<file path="src/hw/rv_core_pkg.sv">
////////////////////
// RV32I integer subset only, with no M, F or compressed encodings
// Opcodes outside opcode_e retire as no-ops without a register write
////////////////////

package rv_core_pkg;

    localparam int XLEN = 32;
    localparam int ILEN = 32;

    // Widths with a meaning of their own
    typedef logic [XLEN-1:0] xlen_t;
    typedef logic [XLEN-1:0] addr_t;
    typedef logic [ILEN-1:0] inst_t;
    typedef logic [4:0]      reg_addr_t;

    // ISA fields
    typedef logic [2:0] funct3_t;
    typedef logic [6:0] funct7_t;

    ////////////////////
    // Encodings
    ////////////////////

    // Major opcodes that the core executes
    typedef enum logic [6:0] {
        OPC_OP     = 7'b0110011,
        OPC_OP_IMM = 7'b0010011,
        OPC_LUI    = 7'b0110111
    } opcode_e;

    typedef enum logic [3:0] {
        ALU_ADD,
        ALU_SUB,
        ALU_AND,
        ALU_OR,
        ALU_XOR,
        ALU_SLT,
        ALU_SLTU,
        ALU_SLL,
        ALU_SRL,
        ALU_SRA,
        ALU_PASS_B
    } alu_op_e;

    // funct3 of the integer ALU group
    localparam funct3_t F3_ADD  = 3'b000;
    localparam funct3_t F3_SLL  = 3'b001;
    localparam funct3_t F3_SLT  = 3'b010;
    localparam funct3_t F3_SLTU = 3'b011;
    localparam funct3_t F3_XOR  = 3'b100;
    localparam funct3_t F3_SR   = 3'b101;
    localparam funct3_t F3_OR   = 3'b110;
    localparam funct3_t F3_AND  = 3'b111;

    // addi x0, x0, 0
    localparam inst_t NOP_INST = 32'h0000_0013;

endpackage

</file>
<file path="src/hw/rv_fetch.sv">
`timescale 1ns/100ps

////////////////////
// FETCH_CREDITS is a power of two, at least 2
// PC only increments, there is no redirect
////////////////////

module rv_fetch
    import rv_core_pkg::*;
#(
    parameter addr_t BOOT_ADDR     = '0,
    parameter int    FETCH_CREDITS = 4
) (
    input  logic  aclk,
    input  logic  rst_n,
    input  logic  imem_rsp,
    input  inst_t imem_rdata,
    input  logic  q_pop,
    output logic  imem_req,
    output addr_t imem_addr,
    output logic  q_valid,
    output inst_t q_inst,
    output addr_t q_pc
);

    localparam int PTR_W = $clog2(FETCH_CREDITS);
    localparam int CNT_W = $clog2(FETCH_CREDITS + 1);

    logic [CNT_W-1:0] credits;
    logic [CNT_W-1:0] credits_next;
    addr_t            rsp_pc;
    logic [PTR_W:0]   wr_ptr;
    logic [PTR_W:0]   rd_ptr;
    logic             q_full;
    inst_t            inst_mem [FETCH_CREDITS];
    addr_t            pc_mem   [FETCH_CREDITS];

    ////////////////////
    // Request side
    ////////////////////

    // One credit per request, one back per word leaving the queue
    assign credits_next = credits - CNT_W'(imem_req) + CNT_W'(q_pop);

    always_ff @(posedge aclk) begin
        if (!rst_n) begin
            credits   <= CNT_W'(FETCH_CREDITS);
            imem_req  <= 1'b0;
            imem_addr <= BOOT_ADDR;
        end else begin
            credits  <= credits_next;
            // Request in the next cycle only if a credit is left
            imem_req <= (credits_next != '0);
            if (imem_req) begin
                imem_addr <= imem_addr + 32'd4;
            end
        end
    end

    ////////////////////
    // Response queue
    ////////////////////

    // Responses come back in order, so their PC is a second counter
    always_ff @(posedge aclk) begin
        if (!rst_n) begin
            rsp_pc <= BOOT_ADDR;
            wr_ptr <= '0;
            rd_ptr <= '0;
        end else begin
            if (imem_rsp) begin
                rsp_pc <= rsp_pc + 32'd4;
                wr_ptr <= wr_ptr + 1'b1;
            end
            if (q_pop) begin
                rd_ptr <= rd_ptr + 1'b1;
            end
        end
    end

    always_ff @(posedge aclk) begin
        if (imem_rsp) begin
            inst_mem[wr_ptr[PTR_W-1:0]] <= imem_rdata;
            pc_mem[wr_ptr[PTR_W-1:0]]   <= rsp_pc;
        end
    end

    assign q_valid = (wr_ptr != rd_ptr);
    assign q_full  = ((wr_ptr ^ rd_ptr) == {1'b1, {PTR_W{1'b0}}});
    assign q_inst  = inst_mem[rd_ptr[PTR_W-1:0]];
    assign q_pc    = pc_mem[rd_ptr[PTR_W-1:0]];

    // Credits bound the words in flight plus the words queued
    a_no_overflow: assert property (
        @(posedge aclk) disable iff (!rst_n) imem_rsp |-> !q_full
    );

endmodule

</file>
<file path="src/hw/rv_decode.sv">
`timescale 1ns/100ps

////////////////////
// Decodes OP, OP_IMM and LUI, anything else becomes a no-op
////////////////////

module rv_decode
    import rv_core_pkg::*;
(
    input  logic      aclk,
    input  logic      rst_n,
    input  logic      q_valid,
    input  inst_t     q_inst,
    input  addr_t     q_pc,
    input  xlen_t     rs1_val,
    input  xlen_t     rs2_val,
    input  logic      xr_valid,
    input  logic      xr_wr,
    input  reg_addr_t xr_rd,
    output logic      q_pop,
    output reg_addr_t rs1_addr,
    output reg_addr_t rs2_addr,
    output logic      dx_valid,
    output addr_t     dx_pc,
    output alu_op_e   dx_op,
    output xlen_t     dx_a,
    output xlen_t     dx_b,
    output reg_addr_t dx_rd,
    output logic      dx_wr
);

    opcode_e   opcode;
    funct3_t   funct3;
    funct7_t   funct7;
    reg_addr_t rd;
    xlen_t     imm_i;
    xlen_t     imm_u;
    alu_op_e   op;
    xlen_t     op_b;
    logic      use_rs1;
    logic      use_rs2;
    logic      wr_en;
    logic      raw_rs1;
    logic      raw_rs2;

    function automatic alu_op_e alu_sel(funct3_t f3, logic alt);
        case (f3)
            F3_ADD:  return alt ? ALU_SUB : ALU_ADD;
            F3_SLL:  return ALU_SLL;
            F3_SLT:  return ALU_SLT;
            F3_SLTU: return ALU_SLTU;
            F3_XOR:  return ALU_XOR;
            F3_SR:   return alt ? ALU_SRA : ALU_SRL;
            F3_OR:   return ALU_OR;
            default: return ALU_AND;
        endcase
    endfunction

    // Instruction fields
    assign opcode   = opcode_e'(q_inst[6:0]);
    assign rd       = q_inst[11:7];
    assign funct3   = q_inst[14:12];
    assign rs1_addr = q_inst[19:15];
    assign rs2_addr = q_inst[24:20];
    assign funct7   = q_inst[31:25];
    assign imm_i    = {{20{q_inst[31]}}, q_inst[31:20]};
    assign imm_u    = {q_inst[31:12], 12'b0};

    always_comb begin
        op      = ALU_ADD;
        op_b    = imm_i;
        use_rs1 = 1'b0;
        use_rs2 = 1'b0;
        wr_en   = 1'b0;
        case (opcode)
            OPC_OP: begin
                op      = alu_sel(funct3, funct7[5]);
                op_b    = rs2_val;
                use_rs1 = 1'b1;
                use_rs2 = 1'b1;
                wr_en   = 1'b1;
            end
            OPC_OP_IMM: begin
                // No SUBI, funct7 only selects SRAI
                op      = alu_sel(funct3, (funct3 == F3_SR) && funct7[5]);
                use_rs1 = 1'b1;
                wr_en   = 1'b1;
            end
            OPC_LUI: begin
                op    = ALU_PASS_B;
                op_b  = imm_u;
                wr_en = 1'b1;
            end
            default: begin
            end
        endcase
        if (rd == '0) begin
            wr_en = 1'b0;
        end
    end

    ////////////////////
    // Hazard stall
    ////////////////////

    // Wait until a pending write to a source register reaches the file
    assign raw_rs1 = use_rs1 && (rs1_addr != '0)
                   && ((dx_valid && dx_wr && (dx_rd == rs1_addr))
                    || (xr_valid && xr_wr && (xr_rd == rs1_addr)));
    assign raw_rs2 = use_rs2 && (rs2_addr != '0)
                   && ((dx_valid && dx_wr && (dx_rd == rs2_addr))
                    || (xr_valid && xr_wr && (xr_rd == rs2_addr)));

    assign q_pop = q_valid && !(raw_rs1 || raw_rs2);

    always_ff @(posedge aclk) begin
        if (!rst_n) begin
            dx_valid <= 1'b0;
            dx_wr    <= 1'b0;
        end else begin
            dx_valid <= q_pop;
            dx_wr    <= q_pop && wr_en;
        end
    end

    always_ff @(posedge aclk) begin
        if (q_pop) begin
            dx_pc <= q_pc;
            dx_op <= op;
            dx_a  <= rs1_val;
            dx_b  <= op_b;
            dx_rd <= rd;
        end
    end

endmodule

</file>
<file path="src/hw/rv_execute.sv">
`timescale 1ns/100ps

////////////////////
// Single-cycle ALU, shift amount is the low 5 bits of operand b
////////////////////

module rv_execute
    import rv_core_pkg::*;
(
    input  logic      aclk,
    input  logic      rst_n,
    input  logic      dx_valid,
    input  addr_t     dx_pc,
    input  alu_op_e   dx_op,
    input  xlen_t     dx_a,
    input  xlen_t     dx_b,
    input  reg_addr_t dx_rd,
    input  logic      dx_wr,
    output logic      xr_valid,
    output addr_t     xr_pc,
    output reg_addr_t xr_rd,
    output logic      xr_wr,
    output xlen_t     xr_val
);

    xlen_t      alu_res;
    logic [4:0] shamt;

    assign shamt = dx_b[4:0];

    ////////////////////
    // ALU
    ////////////////////

    always_comb begin
        case (dx_op)
            ALU_ADD:    alu_res = dx_a + dx_b;
            ALU_SUB:    alu_res = dx_a - dx_b;
            ALU_AND:    alu_res = dx_a & dx_b;
            ALU_OR:     alu_res = dx_a | dx_b;
            ALU_XOR:    alu_res = dx_a ^ dx_b;
            ALU_SLT:    alu_res = {31'b0, $signed(dx_a) < $signed(dx_b)};
            ALU_SLTU:   alu_res = {31'b0, dx_a < dx_b};
            ALU_SLL:    alu_res = dx_a << shamt;
            ALU_SRL:    alu_res = dx_a >> shamt;
            ALU_SRA:    alu_res = xlen_t'($signed(dx_a) >>> shamt);
            ALU_PASS_B: alu_res = dx_b;
            default:    alu_res = '0;
        endcase
    end

    // Result stage register
    always_ff @(posedge aclk) begin
        if (!rst_n) begin
            xr_valid <= 1'b0;
            xr_wr    <= 1'b0;
        end else begin
            xr_valid <= dx_valid;
            xr_wr    <= dx_valid && dx_wr;
        end
    end

    always_ff @(posedge aclk) begin
        if (dx_valid) begin
            xr_pc  <= dx_pc;
            xr_rd  <= dx_rd;
            xr_val <= alu_res;
        end
    end

    // Decode only ever issues a known operation
    a_legal_op: assert property (
        @(posedge aclk) disable iff (!rst_n)
        dx_valid |-> (dx_op inside {ALU_ADD, ALU_SUB, ALU_AND, ALU_OR, ALU_XOR,
                                    ALU_SLT, ALU_SLTU, ALU_SLL, ALU_SRL, ALU_SRA,
                                    ALU_PASS_B})
    );

endmodule

</file>
<file path="src/hw/rv_result.sv">
`timescale 1ns/100ps

////////////////////
// Reads are combinational, a write lands at the end of the retire cycle
////////////////////

module rv_result
    import rv_core_pkg::*;
(
    input  logic      aclk,
    input  logic      rst_n,
    input  reg_addr_t rs1_addr,
    input  reg_addr_t rs2_addr,
    input  logic      xr_valid,
    input  addr_t     xr_pc,
    input  reg_addr_t xr_rd,
    input  logic      xr_wr,
    input  xlen_t     xr_val,
    output xlen_t     rs1_val,
    output xlen_t     rs2_val,
    output logic      retire_valid,
    output addr_t     retire_pc,
    output logic      retire_wr,
    output reg_addr_t retire_rd,
    output xlen_t     retire_val
);

    // x0 has no storage
    xlen_t regs [1:31];
    logic  wr_en;

    assign wr_en = xr_valid && xr_wr && (xr_rd != '0);

    ////////////////////
    // Register file
    ////////////////////

    always_ff @(posedge aclk) begin
        if (!rst_n) begin
            for (int i = 1; i < 32; i++) begin
                regs[i] <= '0;
            end
        end else if (wr_en) begin
            regs[xr_rd] <= xr_val;
        end
    end

    assign rs1_val = (rs1_addr == '0) ? '0 : regs[rs1_addr];
    assign rs2_val = (rs2_addr == '0) ? '0 : regs[rs2_addr];

    ////////////////////
    // Retire port
    ////////////////////

    // Retire mirrors the result stage register, same edge as the write
    assign retire_valid = xr_valid;
    assign retire_pc    = xr_pc;
    assign retire_wr    = xr_valid && xr_wr;
    assign retire_rd    = xr_rd;
    assign retire_val   = xr_val;

    // Decode drops writes to x0 before they enter the pipe
    a_retire_wr_rd: assert property (
        @(posedge aclk) disable iff (!rst_n)
        retire_wr |-> (retire_rd != '0)
    );

endmodule

</file>
<file path="src/hw/rv_core.sv">
`timescale 1ns/100ps

////////////////////
// FETCH_CREDITS must be a power of two, at least 2
// The memory accepts every request and answers in order
////////////////////

module rv_core
    import rv_core_pkg::*;
#(
    parameter addr_t BOOT_ADDR     = '0,
    parameter int    FETCH_CREDITS = 4
) (
    input  logic      aclk,
    input  logic      rst_n,
    // Instruction memory
    output logic      imem_req,
    output addr_t     imem_addr,
    input  logic      imem_rsp,
    input  inst_t     imem_rdata,
    // Retire port
    output logic      retire_valid,
    output addr_t     retire_pc,
    output logic      retire_wr,
    output reg_addr_t retire_rd,
    output xlen_t     retire_val
);

    // Fetch queue head
    logic      q_valid;
    inst_t     q_inst;
    addr_t     q_pc;
    logic      q_pop;

    // Register reads
    reg_addr_t rs1_addr;
    reg_addr_t rs2_addr;
    xlen_t     rs1_val;
    xlen_t     rs2_val;

    // Decode to execute
    logic      dx_valid;
    addr_t     dx_pc;
    alu_op_e   dx_op;
    xlen_t     dx_a;
    xlen_t     dx_b;
    reg_addr_t dx_rd;
    logic      dx_wr;

    // Execute to result
    logic      xr_valid;
    addr_t     xr_pc;
    reg_addr_t xr_rd;
    logic      xr_wr;
    xlen_t     xr_val;

    rv_fetch #(
        .BOOT_ADDR     (BOOT_ADDR),
        .FETCH_CREDITS (FETCH_CREDITS)
    ) u_rv_fetch (
        .aclk       (aclk),
        .rst_n      (rst_n),
        .imem_rsp   (imem_rsp),
        .imem_rdata (imem_rdata),
        .q_pop      (q_pop),
        .imem_req   (imem_req),
        .imem_addr  (imem_addr),
        .q_valid    (q_valid),
        .q_inst     (q_inst),
        .q_pc       (q_pc)
    );

    rv_decode u_rv_decode (
        .aclk     (aclk),
        .rst_n    (rst_n),
        .q_valid  (q_valid),
        .q_inst   (q_inst),
        .q_pc     (q_pc),
        .rs1_val  (rs1_val),
        .rs2_val  (rs2_val),
        .xr_valid (xr_valid),
        .xr_wr    (xr_wr),
        .xr_rd    (xr_rd),
        .q_pop    (q_pop),
        .rs1_addr (rs1_addr),
        .rs2_addr (rs2_addr),
        .dx_valid (dx_valid),
        .dx_pc    (dx_pc),
        .dx_op    (dx_op),
        .dx_a     (dx_a),
        .dx_b     (dx_b),
        .dx_rd    (dx_rd),
        .dx_wr    (dx_wr)
    );

    rv_execute u_rv_execute (
        .aclk     (aclk),
        .rst_n    (rst_n),
        .dx_valid (dx_valid),
        .dx_pc    (dx_pc),
        .dx_op    (dx_op),
        .dx_a     (dx_a),
        .dx_b     (dx_b),
        .dx_rd    (dx_rd),
        .dx_wr    (dx_wr),
        .xr_valid (xr_valid),
        .xr_pc    (xr_pc),
        .xr_rd    (xr_rd),
        .xr_wr    (xr_wr),
        .xr_val   (xr_val)
    );

    rv_result u_rv_result (
        .aclk         (aclk),
        .rst_n        (rst_n),
        .rs1_addr     (rs1_addr),
        .rs2_addr     (rs2_addr),
        .xr_valid     (xr_valid),
        .xr_pc        (xr_pc),
        .xr_rd        (xr_rd),
        .xr_wr        (xr_wr),
        .xr_val       (xr_val),
        .rs1_val      (rs1_val),
        .rs2_val      (rs2_val),
        .retire_valid (retire_valid),
        .retire_pc    (retire_pc),
        .retire_wr    (retire_wr),
        .retire_rd    (retire_rd),
        .retire_val   (retire_val)
    );

endmodule

</file>
<file path="config.mk">
export PLATFORM = sky130hd
export DESIGN_NAME = rv_core
export DESIGN_NICKNAME = d
export VERILOG_FILES = /design/src/hw/rv_core_pkg.sv /design/src/hw/rv_fetch.sv /design/src/hw/rv_decode.sv /design/src/hw/rv_execute.sv /design/src/hw/rv_result.sv /design/src/hw/rv_core.sv
export SDC_FILE = /design/constraint.sdc
export NUM_CORES = 2
export LEC_CHECK = 0
export ABC_AREA = 1
export BUFFER_PORTS_ARGS = -buffer_cell sky130_fd_sc_hd__buf_2
export CAP_MARGIN = 5
export CELL_PAD_IN_SITES_DETAIL_PLACEMENT = 1
export CELL_PAD_IN_SITES_GLOBAL_PLACEMENT = 2
export CORE_ASPECT_RATIO = 2
export CORE_UTILIZATION = 38
export CTS_BUF_LIST = sky130_fd_sc_hd__clkbuf_8
export DETAILED_ROUTE_END_ITERATION = 10
export PLACE_DENSITY_LB_ADDON = 0.3
export SYNTH_ARGS = -nofsm -noshare
export SYNTH_HDL_FRONTEND = slang
export SYNTH_HIERARCHICAL = 1
export SYNTH_SLANG_ARGS = --single-unit
</file>
<file path="constraint.sdc">
create_clock -name aclk -period 9 [get_ports aclk]
set_input_delay 0.45 -clock aclk [delete_from_list [all_inputs] [get_ports aclk]]
set_output_delay 0.45 -clock aclk [all_outputs]
set_load 0.1 [all_outputs]
</file>
==> qor.yml <==
slew_viol_final: 0
crit_family: "buffers and inverters"
wirelength_microns: 433000
cts_tree: "yes"
ys_warn_count: 6
avgSynthCellArea_sq_um: 7.82
timing.rr.end: "u_rv_fetch/imem_req"
final.setup_skew_ns: 0.113
synth-seq-area-share: 0.517
fin_crit_sh: 0.634
worstHoldPathType: "primary input to register"
grtUsageTotal: 0.369
place.gp.congestion: 1.03
wire_per_inst_microns: 30.8
endpoint_kind: "register"
min_period_ns: 5.71
finalHoldViolCount: 0
path_buf_inv: 4
power_leakage_nw: 39.4
cts-resized-gates: 0
synth_xor_area_frac: 0.00171
drc: 0
clock-sinks: 1522
synth_top_family_by_area: "simple AND/OR/NAND/NOR gates"
layout_common_cells: "nand2_1 (3071), nor2_1 (2240), edfxtp_1 (1446)"
worstMarginPinSlew_ns: 1.41
setup_viol: 0
cpMostUsedCell: "nand2_1"
synth_cells: 11106
ys.flop_type: "edfxtp_1"
port-buffer-count: 136
yosysUniqueCellTypes: 55
max_clock_freq_ghz: 0.175
clockBufferDepth: 4
syn_area_sq_um: 86900
clock_latency_ns: 1.04
vias_per_cell: 5.87
setup_tns_ns: 0
fp.dieW_microns: 340
antenna_found_initial: 17
r2r_cells: 17
rsz0062_at_grt: "false"
drtAntennaViolNets: 0
nets: 11041
cts_setup_buffers: 0
synth_compound_area_frac: 0.0654
critPathKind: "register to register"
htree_levels: 4
ioPinCount: 139
slew_headroom: 0.0528
synth-simple-area-share: 0.327
root_buffer: "clkbuf_8"
synth-adder-area-share: 0.0161
cp_max_fo: 92
grt_max_degree: 168
reg2reg_setup_slack_ns: 3.29
arrival_ns: 6.65
ys_ff_latch: 1522
drive_above_1_share: 0.0707
cp_slowest_cell: "buf_4"
drt_iter0_drc: 6531
endpoint: "u_rv_fetch/imem_req"
cp.required_ns: 9.94
start_util: 0.383
cts.clk_slew.worst_paths_ns: 0.07
utilization: 0.416
startpoint_type: "register"
cp_num_cells: 17
vias: 82646
cts-buffers-inserted: 234
postCtsHoldBufs: 34
drt_pass1_iterations: 6
syn_to_final_growth_pct: 8.67
synth_edf_count: 1446
die_h_microns: 678
cap_violations: 0
path_cells: "buf_4 > o21ai_0 > o22ai_4 > inv_1 > nand2_1 > nand2_1 > nor2_1 > nand3_1 > nand2_1 > nand2_1 > nand3_1 > inv_6 > ha_1 > fa_1 > or2_2 > o21ai_0 > inv_1"
layout_commonest_cell: "nand2_1"
grt_pass1_vias: 85917
coreArea_sq_um: 227000
synth.area.mux_share: 0
rows: 247
async_reset_ff_frac: 0
grt_pass1_wl_microns: 612000
status: "finished clean"
critical-path-max-stage-delay_ns: 0.85
die_area_sq_um: 231000
overflow: 0
pwr_density_cell_nw_per_um2: 415
hpwl_microns: 289000
ir_drop_mv: 0.305
-- sequential cells by signal (all words and copies together) (netlist names), 4 cells and up, named ones only --
register              cells
u_rv_decode/dx_b         32
u_rv_execute/xr_pc       32
u_rv_decode/dx_pc        32
u_rv_fetch/pc_mem       120
u_rv_fetch/imem_addr     30
u_rv_fetch/rsp_pc        30
u_rv_fetch/inst_mem     128
u_rv_execute/xr_rd        5
u_rv_result/regs       1024
u_rv_decode/dx_rd         5
u_rv_decode/dx_a         32
u_rv_execute/xr_val      32
u_rv_decode/dx_op         4
-- per-stage QoR --
step / area [sq um] / total power, W / hold slack [ns] / worst slack [ns] / std cells
after floorplan: 87000 / 0.0228 / 0.400 / 3.55 / 11140
after global placement: 89400 / 0.0322 / 0.403 / 3.18 / 13609
after detailed placement: 89400 / 0.0325 / 0.406 / 3.27 / 13609
after CTS: 94300 / 0.0385 / 0.120 / 3.29 / 14054
after global routing: 94400 / 0.0406 / 0.172 / 3.01 / 14064
final: 94400 / 0.0391 / 0.188 / 3.29 / 14075
-- worst register-to-register path, stage by stage, from the launching register on --
cell and delay, ns:
dfxtp_4 0.57, buf_4 0.85, o21ai_0 0.36, o22ai_4 0.83, inv_1 0.63, nand2_1 0.18
nand2_1 0.07, nor2_1 0.09, nand3_1 0.08, nand2_1 0.09, nand2_1 0.07, nand3_1 0.17
inv_6 0.20, ha_1 0.39, fa_1 0.48, or2_2 0.30, o21ai_0 0.18, inv_1 0.07
-- worst min-delay path by stage --
stage,end,depth (start not counted),from
after detailed placement,u_rv_execute/xr_pc[5],0,u_rv_decode/dx_pc[5]
after floorplan,u_rv_execute/xr_pc[0],0,u_rv_decode/dx_pc[0]
after global placement,u_rv_execute/xr_pc[25],0,u_rv_decode/dx_pc[25]
final,u_rv_fetch/inst_mem[2][6],2,imem_rdata[6]
after global routing,u_rv_fetch/inst_mem[0][5],2,imem_rdata[5]
after CTS,u_rv_fetch/inst_mem[0][1],2,imem_rdata[1]
-- logic make-up after synthesis --
kind of cell,after synthesis
AO/OA/AOI/OAI,1070
XOR/XNOR,17
adder cells (fa/ha/maj),110
buffers and inverters,1439
flip-flops,1522
other,2
AND/OR/NAND/NOR,6946
-- area by class of cell --
cell class / count / area (sq um)
Antenna cell: 16 / 40.0
Clock buffer: 243 / 3340
Clock inverter: 168 / 1190
Fill cell: 27665 / 132000
Inverter: 576 / 2210
Multi-Input combinational cell: 8179 / 36000
Sequential cell: 1522 / 45000
Tap cell: 2988 / 3740
Timing Repair Buffer: 383 / 2890
-- metal layers --
metal / GRT usage / routed length (microns) / up-vias
li1: - / - / 36028
met1: 0.355 / 140000 / 41411
met2: 0.650 / 217000 / 3609
met3: 0.0671 / 26400 / 1592
met4: 0.365 / 50000 / 6
met5: 0 / 24 / -
-- cell usage after synthesis (all sizes together) (55+ instances only) --
cell type / n / area share
o21ai: 663 / 0.038
ha: 107 / 0.015
nor2: 2273 / 0.10
nor3: 55 / 0.0035
inv: 573 / 0.025
nand3: 1428 / 0.083
a21oi: 241 / 0.014
dfxtp: 76 / 0.018
nand2: 3113 / 0.14
o211ai: 61 / 0.0053
clkbuf: 350 / 0.015
o22ai: 76 / 0.0055
buf: 513 / 0.032
edfxtp: 1446 / 0.50
-- power breakdown --
part	total (W)	switching, W	internal (W)
logic	0.0232	0.0182	0.00501
registers	0.00992	0.00116	0.00876
clock network	0.00598	0.00297	0.00301
total	0.0391	0.0224	0.0168
No activity file was read; power rests on OpenSTA's default activity.
